<file path="config.mk">
export PLATFORM = sky130hd
export DESIGN_NAME = duc_top
export DESIGN_NICKNAME = d
export VERILOG_FILES = /design/src/duc_pkg.sv /design/src/duc_top.sv /design/src/iq_scaler.sv /design/src/phase_rotator.sv /design/src/cic_interp.sv /design/src/duc_settings.sv
export SDC_FILE = /design/constraint.sdc
export NUM_CORES = 2
export LEC_CHECK = 0
export BUFFER_PORTS_ARGS = -buffer_cell sky130_fd_sc_hd__buf_2
export CELL_PAD_IN_SITES_DETAIL_PLACEMENT = 0
export CELL_PAD_IN_SITES_GLOBAL_PLACEMENT = 1
export CORE_UTILIZATION = 47
export DETAILED_ROUTE_END_ITERATION = 16
export HOLD_SLACK_MARGIN = 0.03
export PLACE_DENSITY_LB_ADDON = 0.15
export RECOVER_POWER = 100
export SYNTH_ARGS = -nofsm -noshare
export SYNTH_HDL_FRONTEND = slang
export SYNTH_SLANG_ARGS = --single-unit
</file>
<file path="constraint.sdc">
create_clock -name clk -period 23.8 [get_ports clk]
set_input_delay 2.38 -clock clk [delete_from_list [all_inputs] [get_ports clk]]
set_output_delay 2.38 -clock clk [all_outputs]
set_load 0.05 [all_outputs]
</file>
<file path="src/duc_pkg.sv">
package duc_pkg;

  localparam int SAMPLE_W     = 16;                         // One I or Q rail
  localparam int SCALE_W      = 18;                         // Unsigned scale factor
  localparam int SCALE_FRAC   = 14;                         // Scale binary point
  localparam int SCALE_UNITY  = 1 << SCALE_FRAC;            // Gain of 1.0
  localparam int SCALE_RND    = 1 << (SCALE_FRAC - 1);      // Half an LSB after the shift
  localparam int SCALED_W     = SAMPLE_W + SCALE_W + 1;     // Signed product width
  localparam int PHASE_W      = 16;                         // Full turn is 2^PHASE_W
  localparam int CIC_EXTRA_W  = 4;                          // Growth for R up to 16
  localparam int CIC_W        = SAMPLE_W + CIC_EXTRA_W;
  localparam int RATE_LOG_W   = 3;
  localparam int RATE_LOG_MAX = 4;                          // R = 16 at most
  localparam int CORDIC_ITER  = 14;                         // Also the rotator stage count
  localparam int CORDIC_W     = 20;
  localparam int CORDIC_FRAC  = 2;                          // Fraction bits under the sample
  localparam int SR_ADDR_W    = 8;
  localparam int SET_W        = 32;

  localparam logic signed [SAMPLE_W-1:0] SAMPLE_MAX = 16'sh7fff;
  localparam logic signed [SAMPLE_W-1:0] SAMPLE_MIN = -SAMPLE_MAX;  // Symmetric clip

  // Settings bus addresses
  localparam logic [SR_ADDR_W-1:0] SR_PHASE_INC = 8'd0;
  localparam logic [SR_ADDR_W-1:0] SR_SCALE     = 8'd1;
  localparam logic [SR_ADDR_W-1:0] SR_INTERP    = 8'd2;

  // atan(2^-k) scaled so that 2^PHASE_W is one turn
  localparam logic [PHASE_W-1:0] CORDIC_ATAN [0:CORDIC_ITER-1] = '{
    16'd8192, 16'd4836, 16'd2555, 16'd1297, 16'd651, 16'd326, 16'd163,
    16'd81,   16'd41,   16'd20,   16'd10,   16'd5,   16'd3,   16'd1
  };

  typedef struct packed {
    logic signed [SAMPLE_W-1:0] i;  // Upper half of the word
    logic signed [SAMPLE_W-1:0] q;
  } iq_sample_t;

  typedef struct packed {
    logic [SET_W-PHASE_W-1:0] rsvd;
    logic [PHASE_W-1:0]       inc;
  } set_phase_t;

  typedef struct packed {
    logic [SET_W-SCALE_W-1:0] rsvd;
    logic [SCALE_W-1:0]       factor;
  } set_scale_t;

  typedef struct packed {
    logic [SET_W-RATE_LOG_W-1:0] rsvd;
    logic [RATE_LOG_W-1:0]       rate_log;  // log2 of the CIC rate
  } set_interp_t;

  // Settings data word, view picked by address
  typedef union packed {
    set_phase_t  phase;
    set_scale_t  scale;
    set_interp_t interp;
  } set_word_u;

  // Clip a wide signed value to one rail
  function automatic logic signed [SAMPLE_W-1:0] sat_sample(
    input logic signed [SCALED_W-1:0] v
  );
    if (v > SAMPLE_MAX) return SAMPLE_MAX;
    if (v < SAMPLE_MIN) return SAMPLE_MIN;
    return v[SAMPLE_W-1:0];
  endfunction

endpackage
</file>
<file path="src/duc_top.sv">
`timescale 1ns/100ps

module duc_top import duc_pkg::*; (
  input  logic                 clk,
  input  logic                 reset,
  input  logic                 i_clear,
  input  logic                 i_set_stb,
  input  logic [SR_ADDR_W-1:0] i_set_addr,
  input  set_word_u            i_set_data,
  input  iq_sample_t           i_data,
  input  logic                 i_valid,
  output logic                 o_ready,
  output iq_sample_t           o_data,
  output logic                 o_valid,
  input  logic                 i_ready
);

  logic [RATE_LOG_W-1:0] rate_log;
  logic                  rate_load;     // CIC restart on a new rate
  logic [PHASE_W-1:0]    phase_inc;
  logic [SCALE_W-1:0]    scale_factor;
  iq_sample_t            cic_data;
  logic                  cic_valid;
  logic                  rot_ready;
  iq_sample_t            rot_data;
  logic                  rot_valid;
  logic                  scl_ready;

  duc_settings u_settings (
    .clk(clk), .reset(reset), .i_clear(i_clear),
    .i_set_stb(i_set_stb), .i_set_addr(i_set_addr), .i_set_data(i_set_data),
    .i_accept(i_valid & o_ready),  // Any input transfer marks the chain busy
    .o_rate_log(rate_log), .o_rate_load(rate_load),
    .o_phase_inc(phase_inc), .o_scale(scale_factor)
  );

  cic_interp u_cic (
    .clk(clk), .reset(reset), .i_clear(i_clear),
    .i_rate_log(rate_log), .i_rate_load(rate_load),
    .i_data(i_data), .i_valid(i_valid), .o_ready(o_ready),
    .o_data(cic_data), .o_valid(cic_valid), .i_ready(rot_ready)
  );

  phase_rotator u_rotator (
    .clk(clk), .reset(reset), .i_clear(i_clear), .i_phase_inc(phase_inc),
    .i_data(cic_data), .i_valid(cic_valid), .o_ready(rot_ready),
    .o_data(rot_data), .o_valid(rot_valid), .i_ready(scl_ready)
  );

  iq_scaler u_scaler (
    .clk(clk), .reset(reset), .i_clear(i_clear), .i_scale(scale_factor),
    .i_data(rot_data), .i_valid(rot_valid), .o_ready(scl_ready),
    .o_data(o_data), .o_valid(o_valid), .i_ready(i_ready)
  );

endmodule

</file>
<file path="src/iq_scaler.sv">
`timescale 1ns/100ps

module iq_scaler import duc_pkg::*; (
  input  logic               clk,
  input  logic               reset,
  input  logic               i_clear,
  input  logic [SCALE_W-1:0] i_scale,
  input  iq_sample_t         i_data,
  input  logic               i_valid,
  output logic               o_ready,
  output iq_sample_t         o_data,
  output logic               o_valid,
  input  logic               i_ready
);

  logic signed [SCALED_W-1:0] prod_i;
  logic signed [SCALED_W-1:0] prod_q;
  iq_sample_t                 res;        // Scaled, rounded, clipped
  iq_sample_t                 skid_data;
  logic                       skid_vld;   // Parked word from a stalled cycle

  assign o_ready = ~skid_vld;  // Straight from a flop

  // Unsigned scale, zero-extended into a signed multiply
  assign prod_i = i_data.i * $signed({1'b0, i_scale});
  assign prod_q = i_data.q * $signed({1'b0, i_scale});

  always_comb begin
    res.i = sat_sample((prod_i + SCALED_W'(SCALE_RND)) >>> SCALE_FRAC);  // Round half up
    res.q = sat_sample((prod_q + SCALED_W'(SCALE_RND)) >>> SCALE_FRAC);
  end

  always_ff @(posedge clk) begin
    if (reset || i_clear) begin
      o_valid  <= 1'b0;
      skid_vld <= 1'b0;
    end else if (o_valid && !i_ready) begin
      if (i_valid && !skid_vld) skid_vld <= 1'b1;  // Accepted with the output stuck
    end else if (skid_vld) begin
      o_valid  <= 1'b1;  // Skid word moves out
      skid_vld <= 1'b0;
    end else begin
      o_valid <= i_valid;
    end
  end

  always_ff @(posedge clk) begin
    if (o_valid && !i_ready) begin
      if (i_valid && !skid_vld) skid_data <= res;
    end else if (skid_vld) begin
      o_data <= skid_data;
    end else if (i_valid) begin
      o_data <= res;
    end
  end

endmodule

</file>
<file path="src/phase_rotator.sv">
`timescale 1ns/100ps

module phase_rotator import duc_pkg::*; (
  input  logic               clk,
  input  logic               reset,
  input  logic               i_clear,
  input  logic [PHASE_W-1:0] i_phase_inc,
  input  iq_sample_t         i_data,
  input  logic               i_valid,
  output logic               o_ready,
  output iq_sample_t         o_data,
  output logic               o_valid,
  input  logic               i_ready
);

  logic [PHASE_W-1:0]         phase;  // NCO accumulator
  logic                       pipe_en;
  logic                       in_acc;
  logic signed [CORDIC_W-1:0] x_in;
  logic signed [CORDIC_W-1:0] y_in;
  logic signed [CORDIC_W-1:0] x_pre;
  logic signed [CORDIC_W-1:0] y_pre;
  logic [PHASE_W-1:0]         z_pre;

  // Stage 0 is the quadrant step, stage k+1 follows iteration k
  logic signed [CORDIC_W-1:0] x_r  [0:CORDIC_ITER];
  logic signed [CORDIC_W-1:0] y_r  [0:CORDIC_ITER];
  logic [PHASE_W-1:0]         z_r  [0:CORDIC_ITER-1];  // Residual angle
  logic signed [CORDIC_W-1:0] x_nx [0:CORDIC_ITER-1];
  logic signed [CORDIC_W-1:0] y_nx [0:CORDIC_ITER-1];
  logic [PHASE_W-1:0]         z_nx [0:CORDIC_ITER-2];
  logic [CORDIC_ITER-1:0]     rot_pos;  // Rotate counter-clockwise
  logic [CORDIC_ITER:0]       vld;

  assign pipe_en = ~vld[CORDIC_ITER] | i_ready;  // Whole pipe moves or holds
  assign o_ready = pipe_en;
  assign in_acc  = i_valid & pipe_en;
  assign o_valid = vld[CORDIC_ITER];

  assign x_in = CORDIC_W'(i_data.i) <<< CORDIC_FRAC;
  assign y_in = CORDIC_W'(i_data.q) <<< CORDIC_FRAC;

  // Exact rotation by a multiple of 90 degrees, residual below 90
  always_comb begin
    unique case (phase[PHASE_W-1 -: 2])
      2'd0: begin
        x_pre = x_in;
        y_pre = y_in;
      end
      2'd1: begin
        x_pre = -y_in;
        y_pre = x_in;
      end
      2'd2: begin
        x_pre = -x_in;
        y_pre = -y_in;
      end
      default: begin
        x_pre = y_in;
        y_pre = -x_in;
      end
    endcase
    z_pre = {2'b00, phase[PHASE_W-3:0]};
  end

  always_comb begin
    for (int k = 0; k < CORDIC_ITER; k++) begin
      rot_pos[k] = ~z_r[k][PHASE_W-1];  // Sign of the residual
      if (rot_pos[k]) begin
        x_nx[k] = x_r[k] - (y_r[k] >>> k);
        y_nx[k] = y_r[k] + (x_r[k] >>> k);
      end else begin
        x_nx[k] = x_r[k] + (y_r[k] >>> k);
        y_nx[k] = y_r[k] - (x_r[k] >>> k);
      end
    end
    // Last stage needs no angle
    for (int k = 0; k < CORDIC_ITER - 1; k++) begin
      z_nx[k] = rot_pos[k] ? z_r[k] - CORDIC_ATAN[k] : z_r[k] + CORDIC_ATAN[k];
    end
  end

  always_ff @(posedge clk) begin
    if (reset || i_clear) phase <= '0;
    else if (in_acc) phase <= phase + i_phase_inc;  // Sample took the old phase
  end

  always_ff @(posedge clk) begin
    if (reset || i_clear) vld <= '0;  // Drops items in flight
    else if (pipe_en) vld <= {vld[CORDIC_ITER-1:0], i_valid};
  end

  always_ff @(posedge clk) begin
    if (pipe_en) begin
      x_r[0] <= x_pre;
      y_r[0] <= y_pre;
      z_r[0] <= z_pre;
      for (int k = 0; k < CORDIC_ITER; k++) begin
        x_r[k+1] <= x_nx[k];
        y_r[k+1] <= y_nx[k];
      end
      for (int k = 1; k < CORDIC_ITER; k++) begin
        z_r[k] <= z_nx[k-1];
      end
    end
  end

  // Drop fraction bits, gain of about 1.647 stays in
  always_comb begin
    o_data.i = sat_sample(SCALED_W'(x_r[CORDIC_ITER] >>> CORDIC_FRAC));
    o_data.q = sat_sample(SCALED_W'(y_r[CORDIC_ITER] >>> CORDIC_FRAC));
  end

endmodule

</file>
<file path="src/cic_interp.sv">
`timescale 1ns/100ps

module cic_interp import duc_pkg::*; (
  input  logic                  clk,
  input  logic                  reset,
  input  logic                  i_clear,
  input  logic [RATE_LOG_W-1:0] i_rate_log,
  input  logic                  i_rate_load,
  input  iq_sample_t            i_data,
  input  logic                  i_valid,
  output logic                  o_ready,
  output iq_sample_t            o_data,
  output logic                  o_valid,
  input  logic                  i_ready
);

  // Index 0 is the I rail, 1 is Q
  logic signed [CIC_W-1:0] x_in    [2];  // Input widened to CIC width
  logic signed [CIC_W-1:0] x_dly   [2];  // Comb 1 delay
  logic signed [CIC_W-1:0] c1      [2];
  logic signed [CIC_W-1:0] c1_dly  [2];  // Comb 2 delay
  logic signed [CIC_W-1:0] c2      [2];
  logic signed [CIC_W-1:0] int1    [2];
  logic signed [CIC_W-1:0] int2    [2];
  logic signed [CIC_W-1:0] int1_nx [2];
  logic signed [CIC_W-1:0] int2_nx [2];
  logic signed [CIC_W-1:0] y_shift [2];  // Gain R removed

  logic [RATE_LOG_MAX-1:0] rep_cnt;  // Outputs owed after the one shown
  logic                    in_acc;
  logic                    out_acc;
  logic                    step;     // Integrators advance one output sample
  logic                    flush;

  assign flush   = i_clear | i_rate_load;
  assign out_acc = o_valid & i_ready;
  assign o_ready = (rep_cnt == '0) & (~o_valid | i_ready);  // Last owed output leaving
  assign in_acc  = i_valid & o_ready;
  assign step    = in_acc | (out_acc & (rep_cnt != '0));

  always_comb begin
    x_in[0] = CIC_W'(i_data.i);
    x_in[1] = CIC_W'(i_data.q);
    for (int r = 0; r < 2; r++) begin
      // Combs at the input rate
      c1[r] = x_in[r] - x_dly[r];
      c2[r] = c1[r] - c1_dly[r];
      // Zero stuffing: comb output only on the first output of each input
      int1_nx[r] = in_acc ? int1[r] + c2[r] : int1[r];
      int2_nx[r] = int2[r] + int1_nx[r];
      y_shift[r] = int2_nx[r] >>> i_rate_log;  // Two stages, gain is exactly R
    end
  end

  always_ff @(posedge clk) begin
    if (reset || flush) begin
      for (int r = 0; r < 2; r++) begin
        x_dly[r]  <= '0;
        c1_dly[r] <= '0;
        int1[r]   <= '0;
        int2[r]   <= '0;
      end
      rep_cnt <= '0;
      o_valid <= 1'b0;
    end else begin
      if (in_acc) begin
        for (int r = 0; r < 2; r++) begin
          x_dly[r]  <= x_in[r];
          c1_dly[r] <= c1[r];
        end
        rep_cnt <= RATE_LOG_MAX'((1 << i_rate_log) - 1);
        o_valid <= 1'b1;
      end else if (out_acc) begin
        if (rep_cnt != '0) rep_cnt <= rep_cnt - 1'b1;
        else o_valid <= 1'b0;  // All R outputs delivered
      end
      if (step) begin
        for (int r = 0; r < 2; r++) begin
          int1[r] <= int1_nx[r];
          int2[r] <= int2_nx[r];
        end
      end
    end
  end

  // Output word, held under back-pressure
  always_ff @(posedge clk) begin
    if (step) begin
      o_data.i <= y_shift[0][SAMPLE_W-1:0];
      o_data.q <= y_shift[1][SAMPLE_W-1:0];
    end
  end

endmodule

</file>
<file path="src/duc_settings.sv">
`timescale 1ns/100ps

module duc_settings import duc_pkg::*; (
  input  logic                  clk,
  input  logic                  reset,
  input  logic                  i_clear,
  input  logic                  i_set_stb,
  input  logic [SR_ADDR_W-1:0]  i_set_addr,
  input  set_word_u             i_set_data,
  input  logic                  i_accept,    // Input transfer at the chain head
  output logic [RATE_LOG_W-1:0] o_rate_log,
  output logic                  o_rate_load, // One cycle, with the new rate
  output logic [PHASE_W-1:0]    o_phase_inc,
  output logic [SCALE_W-1:0]    o_scale
);

  logic                  active;     // Samples went in since the last clear
  logic                  rate_hold;  // Rate written, not applied yet
  logic                  rate_wr;
  logic                  rate_go;
  logic [RATE_LOG_W-1:0] rate_req;   // Written rate, limited to R = 16
  logic [RATE_LOG_W-1:0] rate_new;

  assign rate_wr  = i_set_stb && (i_set_addr == SR_INTERP);
  assign rate_req = (i_set_data.interp.rate_log > RATE_LOG_W'(RATE_LOG_MAX)) ?
                    RATE_LOG_W'(RATE_LOG_MAX) : i_set_data.interp.rate_log;
  // Apply only when idle; never two load pulses back to back
  assign rate_go  = ~active & ~o_rate_load & (rate_wr | rate_hold);

  always_ff @(posedge clk) begin
    if (reset) begin
      o_phase_inc <= '0;
      o_scale     <= SCALE_W'(SCALE_UNITY);  // Unity gain
    end else if (i_set_stb) begin
      if (i_set_addr == SR_PHASE_INC) o_phase_inc <= i_set_data.phase.inc;
      if (i_set_addr == SR_SCALE)     o_scale     <= i_set_data.scale.factor;
    end
  end

  always_ff @(posedge clk) begin
    if (reset) begin
      active      <= 1'b0;
      rate_hold   <= 1'b0;
      o_rate_log  <= '0;  // R = 1
      o_rate_load <= 1'b0;
    end else begin
      if (i_clear) active <= 1'b0;
      else if (i_accept) active <= 1'b1;

      if (rate_go) begin
        rate_hold   <= 1'b0;
        o_rate_log  <= rate_wr ? rate_req : rate_new;  // Fresh write wins
        o_rate_load <= 1'b1;
      end else begin
        if (rate_wr) rate_hold <= 1'b1;  // Busy, park it
        o_rate_load <= 1'b0;
      end
    end
  end

  // Last written rate
  always_ff @(posedge clk) begin
    if (rate_wr) rate_new <= rate_req;
  end

endmodule

</file>
==> flow_summary.toml <==
[status]
status = "finished, violations left"
violations = "capacitance limit, slew limit"

[global_route]
grt_usage = 0.226
grt_pass1_vias = 73700
grt_antenna_before_repair = 5
grt_pass1_wl_um = 391000
grt_start_max_net_pins = 101
overflow = 0

[sta]
setup_viol = 0
slew_headroom = -1.71
rsz0062_at_grt = "false"
fin_hold_ws_ps = 417
post-route-period-util = 0.583
fmax_mhz = 72.1
final_hold_viol_count = 0
finalMaxSlewViolations = 1890
tightest_slew_ps = 4070
period_minus_slack_ps = 13870
setup-tns-final_ps = 0
fin_worst_skew_ps = 29.0

[detailed_routing]
wl_met2_um = 119000
via_per_inst = 5.48
ant_nets = 0
dr.max_layer_used = "met4"
met3_length_um = 8150
wl_met1_um = 108000
drt_iter0_drc = 4035
drtPass1Iterations = 5
drt_wl_total_um = 242000
drc = 0
wl_per_cell_um = 18.1
via_count = 73200

[placed_design]
io_buffer_count = 97
dpl-instance-area_sq_um = 104000
place_congestion = 0.879
dpl.hpwl_um = 185000

[setup_path]
r2r-end = "u_rotator.x_r[13][1]$_DFFE_PN_"
path_common_cell = "clkbuf_1"
startpoint_type = "flip-flop"
crit_type = "reg2reg"
cp.arrival_ps = 14210
required_ps = 24130
r2r_slack_ps = 9930
end_kind = "flip-flop"
slowest_delay_ps = 2680
worst-r2r-cell-count = 7
cp_slowest_cell = "clkbuf_1"
worst-path-max-fanout = 74
r2r_start = "u_scaler.skid_vld$_SDFFE_PP0P_"
crit_chain = "and2_1 > clkbuf_1 > clkinvlp_2 > clkbuf_1 > clkbuf_1 > clkbuf_1 > clkbuf_1"

[hold_path]
hp-start = "u_rotator.z_r[0][10]$_DFFE_PN_"
whs_path_depth = 0
holdPathEnd = "u_rotator.z_r[1][10]$_DFFE_PN_"
hold_class = "reg2reg"

[finish]
drive_above_1_share = 0.0450
final_common_cell = "ha_1"
stdcell_area_sq_um = 108000
final_net_count = 12100
final_cell_mix = "1,093 x ha_1, 1,037 x edfxtp_1, 1,025 x inv_1"
fill_cells = 19300
syn_to_final_growth_pct = 8.02

[logic_synthesis]
synthSimpleGateAreaFrac = 0.147
netlist_area_sq_um = 99900
syn_area_per_cell_sq_um = 9.63
postSynthCellCount = 10400
yosys.area.top_type = "edfxtp_1"
synthAdderAreaFrac = 0.241
syn_nets = 12100
synth_xor_xnor_area_share = 0.0859
synthMuxAreaShare = 0.0210
ys_warn_count = 0
synth_top_area_frac = 0.312
synth_edf_count = 1037
synth_top_family_by_area = "adder cells"
synth_seq_cells = 1118
synth.distinct_cells = 85
synth_area_leaders = "edfxtp_1 31%, ha_1 14%, fa_1 10%"
yosysSeqAreaShare = 0.328
synthArstFlopShare = 0
synth-compound-area-share = 0.128
ys.flop_type = "edfxtp_1"

[die]
fp-row-count = 168
chipWidth_um = 463
die_h_um = 463
io_pins = 112
die_area_sq_um = 214000
coreArea_sq_um = 210000
start_util = 0.475

[clocking]
cts_tree = "done"
cts_buffers = 137
cts_buffer_depth = 3
htree_levels = 4
cts.sinks = 1118
cts_resized = 0
clkTransAtPathRegs_ps = 60
clkLatencyLatePin_ps = 800
post_cts_buffers = 0
ctsHoldBuffers = 0
clockRootBuffer = "clkbuf_16"

[flow_run]
cap_viol_max_count = 37
==> metal layers <==
metal | track usage | up-vias
met5 | 0 | -
met4 | 0.0646 | 0
met3 | 0.0255 | 360
met2 | 0.401 | 1231
met1 | 0.287 | 35300
li1 | - | 36300
==> Yosys cell counts, types with 32 or more instances <==
library cell,count
nor3_1,356
and2_1,327
o2111ai_1,49
dfxtp_1,81
mux2_2,70
inv_1,1026
xnor2_1,685
or3_1,60
a21oi_1,754
xor2_1,287
nor3b_1,32
nor2b_1,107
nor4_1,57
o211ai_1,52
o41ai_1,39
ha_1,1093
nor2_1,933
a21o_1,180
a21boi_0,42
clkbuf_1,229
nand3_1,172
mux2i_1,95
fa_1,522
nand2_1,855
and3_1,80
o21a_1,109
a31oi_1,103
a211oi_1,59
o21bai_1,136
nand2b_1,74
o21ai_0,365
edfxtp_1,1037
==> critical path, delay by kind of cell (launching register included) <==
family | cells | cell delay (ps)
AND/OR/NAND/NOR | 1 | 220
flip-flops | 1 | 430
buffers and inverters | 6 | 12590
==> worst max path at each step <==
stage               slack (ps)                             end                             from
floorplan                   90  u_rotator.x_r[0][10]$_DFFE_PN_   u_scaler.skid_vld$_SDFFE_PP0P_
global placement         13480    u_scaler.o_data[9]$_DFFE_PP_  u_rotator.y_r[1][139]$_DFFE_PN_
detailed placement       13450    u_scaler.o_data[4]$_DFFE_PP_  u_rotator.y_r[1][139]$_DFFE_PN_
CTS                      13390    u_scaler.o_data[4]$_DFFE_PP_  u_rotator.y_r[1][139]$_DFFE_PN_
global route              8470  u_rotator.x_r[14][3]$_DFFE_PN_   u_scaler.skid_vld$_SDFFE_PP0P_
finish                    9930  u_rotator.x_r[13][1]$_DFFE_PN_   u_scaler.skid_vld$_SDFFE_PP0P_
==> registers in the layout, indices dropped and copies added (netlist names), 3 cells and up <==
register                count
u_cic.o_data               32
u_scaler.o_data            32
u_scaler.skid_data         32
u_cic.int1                 40
u_cic.int2                 40
u_cic.c1_dly               40
u_settings.o_phase_inc     16
u_rotator.y_r             293
u_settings.o_rate_log       3
u_rotator.phase            16
u_cic.rep_cnt               4
u_rotator.z_r             205
u_cic.x_dly                32
u_rotator.vld              15
u_settings.o_scale         18
u_settings.rate_new         3
u_rotator.x_r             291
==> metrics by stage <==
| stage | cells | utilization | setup slack [ps] |
|---|---|---|---|
| floorplan | 10400 | - | 93.9 |
| global placement | 13100 | 0.493 | 13480 |
| detailed placement | 13100 | 0.493 | 13450 |
| CTS | 13400 | 0.514 | 13390 |
| global route | 13400 | 0.513 | 8470 |
| finish | 13400 | 0.513 | 9930 |
==> layout make-up <==
| type | instances | area, sq um | area share |
|---|---|---|---|
| multi-input combinational | 7969 | 62300 | 0.577 |
| clock inverter | 83 | 830 | 0.00769 |
| antenna | 2 | 5.00 | 0.0000464 |
| inverter | 1031 | 3870 | 0.0359 |
| timing repair buffer | 188 | 970 | 0.00898 |
| sequential | 1118 | 32800 | 0.304 |
| tap | 2805 | 3510 | 0.0325 |
| clock buffer | 167 | 3650 | 0.0338 |
==> cell families after synthesis <==
group                    after synthesis
flip-flops                          1118
XOR/XNOR                             975
multiplexers                         181
AND/OR/NAND/NOR                     3145
adder cells (fa/ha/maj)             1615
buffers and inverters               1293
AO/OA/AOI/OAI                       2053
Power is not shown: default switching activity piles up to over one toggle a cycle in this logic, so the estimate is an artifact.
